`config.mk`:
```
export PLATFORM = sky130hd
export DESIGN_NAME = hisBuilder
export DESIGN_NICKNAME = d
export VERILOG_FILES = /design/src/rtl/hisPkg.sv /design/src/rtl/acqControl.sv /design/src/rtl/hisMemory.sv /design/src/rtl/peakSearch.sv /design/src/rtl/hisBuilder.sv
export SDC_FILE = /design/constraint.sdc
export NUM_CORES = 2
export LEC_CHECK = 0
export CORE_MARGIN = 5
export CORE_UTILIZATION = 39
export CTS_CLUSTER_SIZE = 10
export DETAILED_ROUTE_END_ITERATION = 8
export DONT_BUFFER_PORTS = 1
export GPL_TIMING_DRIVEN = 1
export HOLD_SLACK_MARGIN = 0.02
export SYNTH_ARGS = -nofsm -noshare
export SYNTH_HDL_FRONTEND = slang
export SYNTH_SLANG_ARGS = --single-unit
```
`constraint.sdc`:
```
create_clock -name clk -period 5.87 [get_ports clk]
set_input_delay 0.2935 -clock clk [delete_from_list [all_inputs] [get_ports clk]]
set_output_delay 0.2935 -clock clk [all_outputs]
set_load 0.05 [all_outputs]
```
`src/rtl/hisPkg.sv`:
```
`default_nettype none

package hisPkg;

    // acquisition FSM
    typedef enum logic [1:0] {
        IDLE = 2'd0,
        ACQ  = 2'd1,
        SCAN = 2'd2,
        DONE = 2'd3
    } acqState_e;

    // control register opcodes, code 3 is unused
    typedef enum logic [1:0] {
        OP_NOP   = 2'd0,
        OP_START = 2'd1,
        OP_ABORT = 2'd2
    } hisOp_e;

    localparam int wbAddrW = 10;  // word address
    localparam int wbDataW = 32;

    // register map
    localparam logic [wbAddrW-1:0] regCtrl      = 10'd0;  // wr opcode, rd status
    localparam logic [wbAddrW-1:0] regOffset    = 10'd1;
    localparam logic [wbAddrW-1:0] regFrameLen  = 10'd2;
    localparam logic [wbAddrW-1:0] regDiscard   = 10'd3;  // read only
    localparam logic [wbAddrW-1:0] regPeakCount = 10'd4;  // read only

    // bin n sits at binBase + n
    localparam logic [wbAddrW-1:0] binBase = 10'd256;

endpackage

`default_nettype wire

```
`src/rtl/acqControl.sv`:
```
`timescale 1ns/100ps
`default_nettype none

module acqControl #(
    parameter int numBins  = 64,
    parameter int countW   = 16,
    parameter int timeW    = 12,
    parameter int binShift = 2
) (
    input  wire logic                        clk,
    input  wire logic                        res,
    input  wire logic                        wbCyc,
    input  wire logic                        wbStb,
    input  wire logic                        wbWe,
    input  wire logic [hisPkg::wbAddrW-1:0]  wbAddr,
    input  wire logic [hisPkg::wbDataW-1:0]  wbDatW,
    output logic      [hisPkg::wbDataW-1:0]  wbDatR,
    output logic                             wbAck,
    input  wire logic                        evValid,
    input  wire logic [timeW-1:0]            evTime,
    output logic                             binValid,
    output logic      [$clog2(numBins)-1:0]  binIdx,
    output logic                             clearAll,
    output logic                             rdReq,
    output logic      [$clog2(numBins)-1:0]  rdIdx,
    input  wire logic [countW-1:0]           rdCount,
    input  wire logic                        scanReq,
    input  wire logic [$clog2(numBins)-1:0]  scanIdx,
    input  wire logic                        scanDone,
    input  wire logic [$clog2(numBins)-1:0]  peakIdx,
    input  wire logic [countW-1:0]           peakCount,
    output hisPkg::acqState_e                acqState,
    output logic                             frameDone
);

    localparam int idxW = $clog2(numBins);

    logic                       accept;
    logic                       isBin;
    logic                       ctrlWr;
    hisPkg::hisOp_e             cmdOp;
    logic [hisPkg::wbDataW-1:0] statusWord;
    logic [hisPkg::wbDataW-1:0] regMux;
    logic [hisPkg::wbDataW-1:0] regDat;
    logic                       binSel;     // ack carries a bin count
    logic                       busRdPend;  // bin read waiting for the port
    logic [idxW-1:0]            busRdIdx;
    logic [timeW-1:0]           offset;
    logic [hisPkg::wbDataW-1:0] frameLen;
    logic [hisPkg::wbDataW-1:0] evCount;
    logic [hisPkg::wbDataW-1:0] discardCnt;
    logic [timeW-1:0]           evDelta;
    logic [timeW-1:0]           evBin;
    logic                       evInRange;

    // one transfer at a time, the ack cycle itself is not a new request
    assign accept = wbCyc && wbStb && !wbAck && !busRdPend;
    assign isBin  = (wbAddr >= hisPkg::binBase) && (wbAddr < hisPkg::binBase + numBins);
    assign ctrlWr = accept && wbWe && (wbAddr == hisPkg::regCtrl);
    assign cmdOp  = hisPkg::hisOp_e'(wbDatW[1:0]);

    // code to bin, codes below the offset wrap and are caught by the compare
    assign evDelta   = evTime - offset;
    assign evBin     = evDelta >> binShift;
    assign evInRange = (evTime >= offset) && (evBin < numBins);

    always_comb begin
        statusWord       = '0;
        statusWord[1:0]  = acqState;
        statusWord[15:8] = 8'(peakIdx);
    end

    always_comb begin
        case (wbAddr)
            hisPkg::regCtrl:      regMux = statusWord;
            hisPkg::regOffset:    regMux = hisPkg::wbDataW'(offset);
            hisPkg::regFrameLen:  regMux = frameLen;
            hisPkg::regDiscard:   regMux = discardCnt;
            hisPkg::regPeakCount: regMux = hisPkg::wbDataW'(peakCount);
            default:              regMux = '0;
        endcase
    end

    // scanner owns the read port during SCAN
    assign rdReq = (acqState == hisPkg::SCAN) ? scanReq : busRdPend;
    assign rdIdx = (acqState == hisPkg::SCAN) ? scanIdx : busRdIdx;

    assign wbDatR    = binSel ? hisPkg::wbDataW'(rdCount) : regDat;
    assign frameDone = (acqState == hisPkg::DONE);

    // bus side
    always_ff @(posedge clk or negedge res) begin
        if (!res) begin
            wbAck     <= 1'b0;
            binSel    <= 1'b0;
            busRdPend <= 1'b0;
            offset    <= '0;
            frameLen  <= '0;
        end else begin
            wbAck <= 1'b0;
            if (accept) begin
                if (isBin && !wbWe) begin
                    busRdPend <= 1'b1;
                end else begin
                    wbAck  <= 1'b1;  // registers and ignored bin writes
                    binSel <= 1'b0;
                    if (wbWe && wbAddr == hisPkg::regOffset)
                        offset <= wbDatW[timeW-1:0];
                    if (wbWe && wbAddr == hisPkg::regFrameLen)
                        frameLen <= wbDatW;
                end
            end
            // read goes out this cycle, count is back for the ack
            if (busRdPend && acqState != hisPkg::SCAN) begin
                busRdPend <= 1'b0;
                wbAck     <= 1'b1;
                binSel    <= 1'b1;
            end
        end
    end

    always_ff @(posedge clk) begin
        if (accept) begin
            regDat   <= regMux;
            busRdIdx <= idxW'(wbAddr - hisPkg::binBase);
        end
    end

    // acquisition FSM and event counting
    always_ff @(posedge clk or negedge res) begin
        if (!res) begin
            acqState   <= hisPkg::IDLE;
            evCount    <= '0;
            discardCnt <= '0;
            binValid   <= 1'b0;
            clearAll   <= 1'b0;
        end else begin
            binValid <= 1'b0;
            clearAll <= 1'b0;
            if (ctrlWr && cmdOp == hisPkg::OP_START) begin
                acqState   <= hisPkg::ACQ;
                evCount    <= '0;
                discardCnt <= '0;
                clearAll   <= 1'b1;
            end else if (ctrlWr && cmdOp == hisPkg::OP_ABORT) begin
                acqState <= hisPkg::IDLE;
            end else begin
                case (acqState)
                    hisPkg::ACQ: begin
                        if (evValid) begin
                            evCount  <= evCount + 1'b1;
                            binValid <= evInRange;
                            if (!evInRange)
                                discardCnt <= discardCnt + 1'b1;
                            if (evCount + 1'b1 >= frameLen)
                                acqState <= hisPkg::SCAN;  // frame full
                        end
                    end
                    hisPkg::SCAN: if (scanDone) acqState <= hisPkg::DONE;
                    default: ;  // IDLE and DONE wait for a command
                endcase
            end
        end
    end

    always_ff @(posedge clk) begin
        if (evValid)
            binIdx <= evBin[idxW-1:0];
    end

endmodule

`default_nettype wire

```
`src/rtl/hisMemory.sv`:
```
`timescale 1ns/100ps
`default_nettype none

module hisMemory #(
    parameter int numBins = 64,
    parameter int countW  = 16
) (
    input  wire logic                       clk,
    input  wire logic                       res,
    input  wire logic                       binValid,
    input  wire logic [$clog2(numBins)-1:0] binIdx,
    input  wire logic                       clearAll,
    input  wire logic                       rdReq,
    input  wire logic [$clog2(numBins)-1:0] rdIdx,
    output logic      [countW-1:0]          rdCount
);

    localparam int idxW = $clog2(numBins);
    localparam logic [countW-1:0] countMax = {countW{1'b1}};

    logic [countW-1:0] mem [numBins];
    logic [numBins-1:0] validBits;  // clear bit means bin reads as zero

    // stage 1, bin already read
    logic              s1Valid;
    logic [idxW-1:0]   s1Idx;
    logic [countW-1:0] s1Count;
    logic              s1Hit;

    logic [countW-1:0] s1Base;
    logic [countW-1:0] s1Sum;
    logic              fwdEv;
    logic              fwdRd;

    assign s1Base = s1Hit ? s1Count : '0;
    assign s1Sum  = (s1Base == countMax) ? s1Base : s1Base + 1'b1;  // saturate

    // same bin as the write in flight, take the new value
    assign fwdEv = s1Valid && (s1Idx == binIdx);
    assign fwdRd = s1Valid && (s1Idx == rdIdx);

    always_ff @(posedge clk or negedge res) begin
        if (!res) begin
            validBits <= '0;
            s1Valid   <= 1'b0;
        end else begin
            s1Valid <= binValid;
            if (s1Valid)
                validBits[s1Idx] <= 1'b1;
            if (clearAll)
                validBits <= '0;  // lazy clear of the whole histogram
        end
    end

    always_ff @(posedge clk) begin
        if (binValid) begin
            s1Idx   <= binIdx;
            s1Count <= fwdEv ? s1Sum : mem[binIdx];
            s1Hit   <= fwdEv || validBits[binIdx];
        end
        if (s1Valid)
            mem[s1Idx] <= s1Sum;  // write back
    end

    // shared read port, one cycle latency
    always_ff @(posedge clk) begin
        if (rdReq) begin
            if (fwdRd)
                rdCount <= s1Sum;
            else if (validBits[rdIdx])
                rdCount <= mem[rdIdx];
            else
                rdCount <= '0;
        end
    end

endmodule

`default_nettype wire

```
`src/rtl/peakSearch.sv`:
```
`timescale 1ns/100ps
`default_nettype none

module peakSearch #(
    parameter int numBins = 64,
    parameter int countW  = 16
) (
    input  wire logic                       clk,
    input  wire logic                       res,
    input  wire hisPkg::acqState_e          acqState,
    input  wire logic [countW-1:0]          rdCount,
    output logic                            scanReq,
    output logic      [$clog2(numBins)-1:0] scanIdx,
    output logic                            scanDone,
    output logic      [$clog2(numBins)-1:0] peakIdx,
    output logic      [countW-1:0]          peakCount
);

    localparam int idxW = $clog2(numBins);
    localparam logic [idxW-1:0] lastIdx = idxW'(numBins - 1);

    logic            armed;     // ready for the next SCAN entry
    logic            cmpValid;  // rdCount holds a scanned bin
    logic [idxW-1:0] cmpIdx;

    always_ff @(posedge clk or negedge res) begin
        if (!res) begin
            armed     <= 1'b1;
            scanReq   <= 1'b0;
            scanIdx   <= '0;
            cmpValid  <= 1'b0;
            scanDone  <= 1'b0;
            peakIdx   <= '0;
            peakCount <= '0;
        end else begin
            scanDone <= 1'b0;
            cmpValid <= scanReq;
            if (acqState != hisPkg::SCAN) begin
                armed   <= 1'b1;
                scanReq <= 1'b0;
            end else if (armed) begin
                armed     <= 1'b0;
                scanReq   <= 1'b1;
                scanIdx   <= '0;
                peakIdx   <= '0;
                peakCount <= '0;
            end else if (scanReq) begin
                if (scanIdx == lastIdx)
                    scanReq <= 1'b0;
                else
                    scanIdx <= scanIdx + 1'b1;
            end
            // strictly greater, so a tie keeps the lower index
            if (cmpValid && rdCount > peakCount) begin
                peakCount <= rdCount;
                peakIdx   <= cmpIdx;
            end
            if (cmpValid && cmpIdx == lastIdx)
                scanDone <= 1'b1;
        end
    end

    always_ff @(posedge clk) begin
        cmpIdx <= scanIdx;  // follows the read latency
    end

endmodule

`default_nettype wire

```
`src/rtl/hisBuilder.sv`:
```
`timescale 1ns/100ps
`default_nettype none

module hisBuilder #(
    parameter int numBins  = 64,
    parameter int countW   = 16,
    parameter int timeW    = 12,
    parameter int binShift = 2
) (
    input  wire logic                       clk,
    input  wire logic                       res,
    input  wire logic                       wbCyc,
    input  wire logic                       wbStb,
    input  wire logic                       wbWe,
    input  wire logic [hisPkg::wbAddrW-1:0] wbAddr,
    input  wire logic [hisPkg::wbDataW-1:0] wbDatW,
    output logic      [hisPkg::wbDataW-1:0] wbDatR,
    output logic                            wbAck,
    input  wire logic                       evValid,
    input  wire logic [timeW-1:0]           evTime,
    output logic                            frameDone
);

    localparam int idxW = $clog2(numBins);

    // event path
    logic              binValid;
    logic [idxW-1:0]   binIdx;
    logic              clearAll;
    // shared read port
    logic              rdReq;
    logic [idxW-1:0]   rdIdx;
    logic [countW-1:0] rdCount;
    // scanner
    logic              scanReq;
    logic [idxW-1:0]   scanIdx;
    logic              scanDone;
    logic [idxW-1:0]   peakIdx;
    logic [countW-1:0] peakCount;
    hisPkg::acqState_e acqState;

    acqControl #(
        .numBins  (numBins),
        .countW   (countW),
        .timeW    (timeW),
        .binShift (binShift)
    ) acqControl_i (
        .clk       (clk),
        .res       (res),
        .wbCyc     (wbCyc),
        .wbStb     (wbStb),
        .wbWe      (wbWe),
        .wbAddr    (wbAddr),
        .wbDatW    (wbDatW),
        .wbDatR    (wbDatR),
        .wbAck     (wbAck),
        .evValid   (evValid),
        .evTime    (evTime),
        .binValid  (binValid),
        .binIdx    (binIdx),
        .clearAll  (clearAll),
        .rdReq     (rdReq),
        .rdIdx     (rdIdx),
        .rdCount   (rdCount),
        .scanReq   (scanReq),
        .scanIdx   (scanIdx),
        .scanDone  (scanDone),
        .peakIdx   (peakIdx),
        .peakCount (peakCount),
        .acqState  (acqState),
        .frameDone (frameDone)
    );

    hisMemory #(
        .numBins (numBins),
        .countW  (countW)
    ) hisMemory_i (
        .clk      (clk),
        .res      (res),
        .binValid (binValid),
        .binIdx   (binIdx),
        .clearAll (clearAll),
        .rdReq    (rdReq),
        .rdIdx    (rdIdx),
        .rdCount  (rdCount)
    );

    peakSearch #(
        .numBins (numBins),
        .countW  (countW)
    ) peakSearch_i (
        .clk       (clk),
        .res       (res),
        .acqState  (acqState),
        .rdCount   (rdCount),
        .scanReq   (scanReq),
        .scanIdx   (scanIdx),
        .scanDone  (scanDone),
        .peakIdx   (peakIdx),
        .peakCount (peakCount)
    );

endmodule

`default_nettype wire

```
==> out/results.txt <==
DP Area: 66900 µm²
fin. max-slew vios: 0
Post-Syn Nets: 4371
Final Hold Fails: 0
post-synth top area cell: edfxtp_1
r2r startpoint: acqControl_i.evCount[3]$_DFFE_PN0P_
r2r setup slk: 1.04 ns
CTS Buf Count: 154
Pleak: 21.7 nW
Fin Setup TNS: 0 ns
area of the mapped netlist: 63700 µm²
Worst slew margin: 0.0903
area delta synth->final: 12.9%
vias in the first global route: 40.4k
Hold EP: acqControl_i.acqState[1]$_DFFE_PN0P_
HPWL after DPL: 125 mm
Yosys cell types: 76
synth top area cells: edfxtp_1 (52%), mux4_2 (18%), dfrtp_1 (8.3%)
DRT Pass-1 Iters: 8
Post-synth EDFFs: 1107
CP startpoint kind: register
CTS tree: built
CP Data Arrival Time: 5.55 ns
first-pass GRT wire length: 290 mm
period utilization: 0.822
Synth top area share: 0.522
fin crit period: 4.83 ns
slowest cell delay on critical path: 0.57 ns
post-synthesis sequential area ratio: 0.607
largest net degree at the start of global routing: 213
synthesized flop and latch total: 1325
Routed WL per cell: 30.8 µm
Worst setup EP type: register
Post CTS Setup Buffer Count: 0
Max Fanout on Critical Path: 7
Clock transition at path regs: 0.06 ns
Total GRT Usage: 0.234
vias post-DR: 41.0k
core area: 163000 µm²
yosys synthesis warning count: 0
run status: finished, final reports clean
die area: 171000 µm²
Die X: 414 µm
cells after synthesis: 4247
initial core utilization: 0.391
R2R depth: 19
layout cells sized above 1: 0.223
input/output buffers: 0
post-DR vias/cell: 6.25
kind of cell adding the most delay to the critical path: simple AND/OR/NAND/NOR gates
CTS Sinks: 1325
Max Cap Violations: 0
DR iter-0 viols: 5237
WS Path Type: reg -> reg
most frequent cell after synthesis: edfxtp_1
PwrDens: 276 nW/µm²
Routed WL: 202 mm
async set-reset flop share out of synthesis: 0.160
top cells by count, synth: edfxtp_1 (1107), mux4_2 (521), nand2_1 (434), nor2_1 (421), dfrtp_1 (211)
H-tree levels: 4
Fmax: 207 MHz
final instance area: 71900 µm²
CP Cell Sequence: and4_1 > nand3_1 > nor2_1 > nand2_1 > or3_1 > nor2_1 > nand2_1 > xnor2_1 > ha_1 > a21o_1 > a21o_1 > a21o_1 > a211oi_1 > o21ai_0 > o21a_1 > o21ai_0 > nand2_1 > a22oi_1 > dlygate4sd3_1
peak supply drop: 0.295 mV
unrepaired setup endpoints after global routing: false
clock skew: 0.0383 ns
reg-to-reg endpoint: acqControl_i.acqState[0]$_DFFE_PN0P_
DR DRC count: 0
Worst Min Path Start: wbWe
# setup viols final: 0
CTS Root Cell: clkbuf_16
Crit path required time: 6.60 ns
Skew-Pair Late Insertion Delay: 0.79 ns
slowest cell on the critical path: dlygate4sd3_1
# rows: 148
grt ovf: 0
CTS max path bufs: 3
Post-DRT Antenna Nets: 0
Worst Hold Depth: 3
Worst-Margin Slew: 1.36 ns
top_reg_cell synth: edfxtp_1
Die Ht: 414 µm
Final Wtd Congestion: 0.881
average size of a mapped cell: 15.0 µm²
Crit path buffers/inverters: 1
initial antenna violation count: 10
Crit. Startpoint: acqControl_i.evCount[3]$_DFFE_PN0P_
Min-Delay Path Class: in -> reg
Layout Nets: 4425
io pins: 94
layout by cell type (no fill, tap or decap), types with 73 or more instances in the layout:
master,n
a21oi_1,107
nand3_1,106
inv_1,93
mux4_2,521
nor2_1,349
o21ai_0,203
nand4_1,73
clkbuf_16,154
edfxtp_1,1107
nand2_1,434
mux2i_1,83
a22oi_1,73
dfrtp_1,210
buf_4,107
logic make-up after synthesis:
family	count (synthesis)	synth area share
XOR/XNOR	68	0.00936
flip-flops	1325	0.607
buffers and inverters	381	0.0252
multiplexers	650	0.206
adder cells (fa/ha/maj)	64	0.0126
AND/OR/NAND/NOR	1184	0.0817
AO/OA/AOI/OAI	575	0.0572
where the power goes:
part           internal (mW)  switching [mW]  total [mW]
logic                  0.381           0.602       0.983
clock network           4.87            3.84        8.71
registers               10.1          0.0264        10.1
total                   15.3            4.47        19.8
sequential cells by signal, indices dropped and copies added, names as in the netlist, 2 cells and up:
register                 count
acqControl_i.offset         12
peakSearch_i.peakIdx         6
hisMemory_i.mem           1024
acqControl_i.acqState        2
hisMemory_i.s1Idx            6
peakSearch_i.scanIdx         6
hisMemory_i.validBits       64
acqControl_i.discardCnt     32
acqControl_i.frameLen       32
peakSearch_i.cmpIdx          6
acqControl_i.binIdx          6
hisMemory_i.s1Count         16
acqControl_i.busRdIdx        6
peakSearch_i.peakCount      16
acqControl_i.regDat         32
acqControl_i.evCount        32
hisMemory_i.rdCount         16
metal layers:
layer	wire length, µm	GRT usage	share of wire	up-vias
met4	10700	0.109	0.053	4
met1	77700	0.318	0.38	21300
met2	92600	0.360	0.46	2404
met3	21100	0.0518	0.10	520
li1	-	-	-	16800
met5	23	0	0.00011	-
worst max-delay path by stage:
stage	to	slack (ns)	cells past startpoint
floorplan	hisMemory_i.mem[0][15]$_DFFE_PP_	0.99	7
CTS	acqControl_i.acqState[0]$_DFFE_PN0P_	1.08	19
detailed placement	hisMemory_i.rdCount[3]$_DFFE_PP_	1.61	9
global placement	acqControl_i.acqState[0]$_DFFE_PN0P_	1.58	18
global route	acqControl_i.acqState[0]$_DFFE_PN0P_	0.68	19
finish	acqControl_i.acqState[0]$_DFFE_PN0P_	1.04	19
per-stage QoR:
stage          hold WS (ns)  worst slack, ns  total power [mW]  instances  utilization
2_1_floorplan      -0.00209            0.994              10.9       4247            -
4_1_cts              0.0248             1.08              19.9       6552        0.442
3_3_place_gp        0.00923             1.58              11.2       6266        0.411
3_5_place_dp        0.00609             1.61              11.2       6266        0.411
6_report             0.0554             1.04              19.8       6556        0.442
5_1_grt              0.0730            0.675              20.4       6552        0.442
what timing repair did:
| item | in CTS | in global routing |
|---|---|---|
| resized for setup | 0 | 0 |
| hold endpoints to repair | 341 | 0 |
| hold buffers | 54 | 0 |
area by class of cell:
type,count,area (µm²)
multi-input cells,2541,23900
clock buffers,210,4090
well taps,2175,2720
diodes,4,10.0
fillers,14400,90700
clock inverters,22,332
flip-flops and latches,1325,38700
repair buffers,179,1730
inverters,100,380
worst register-to-register path, cell delays in order, from the launching register on:
cell	delay, ns
dfrtp_1	0.46
and4_1	0.28
nand3_1	0.11
nor2_1	0.21
nand2_1	0.10
or3_1	0.47
nor2_1	0.34
nand2_1	0.15
xnor2_1	0.15
ha_1	0.30
a21o_1	0.19
a21o_1	0.17
a21o_1	0.17
a211oi_1	0.21
o21ai_0	0.11
o21a_1	0.16
o21ai_0	0.35
nand2_1	0.10
a22oi_1	0.18
dlygate4sd3_1	0.57
Power figures use the tool's default switching activity.
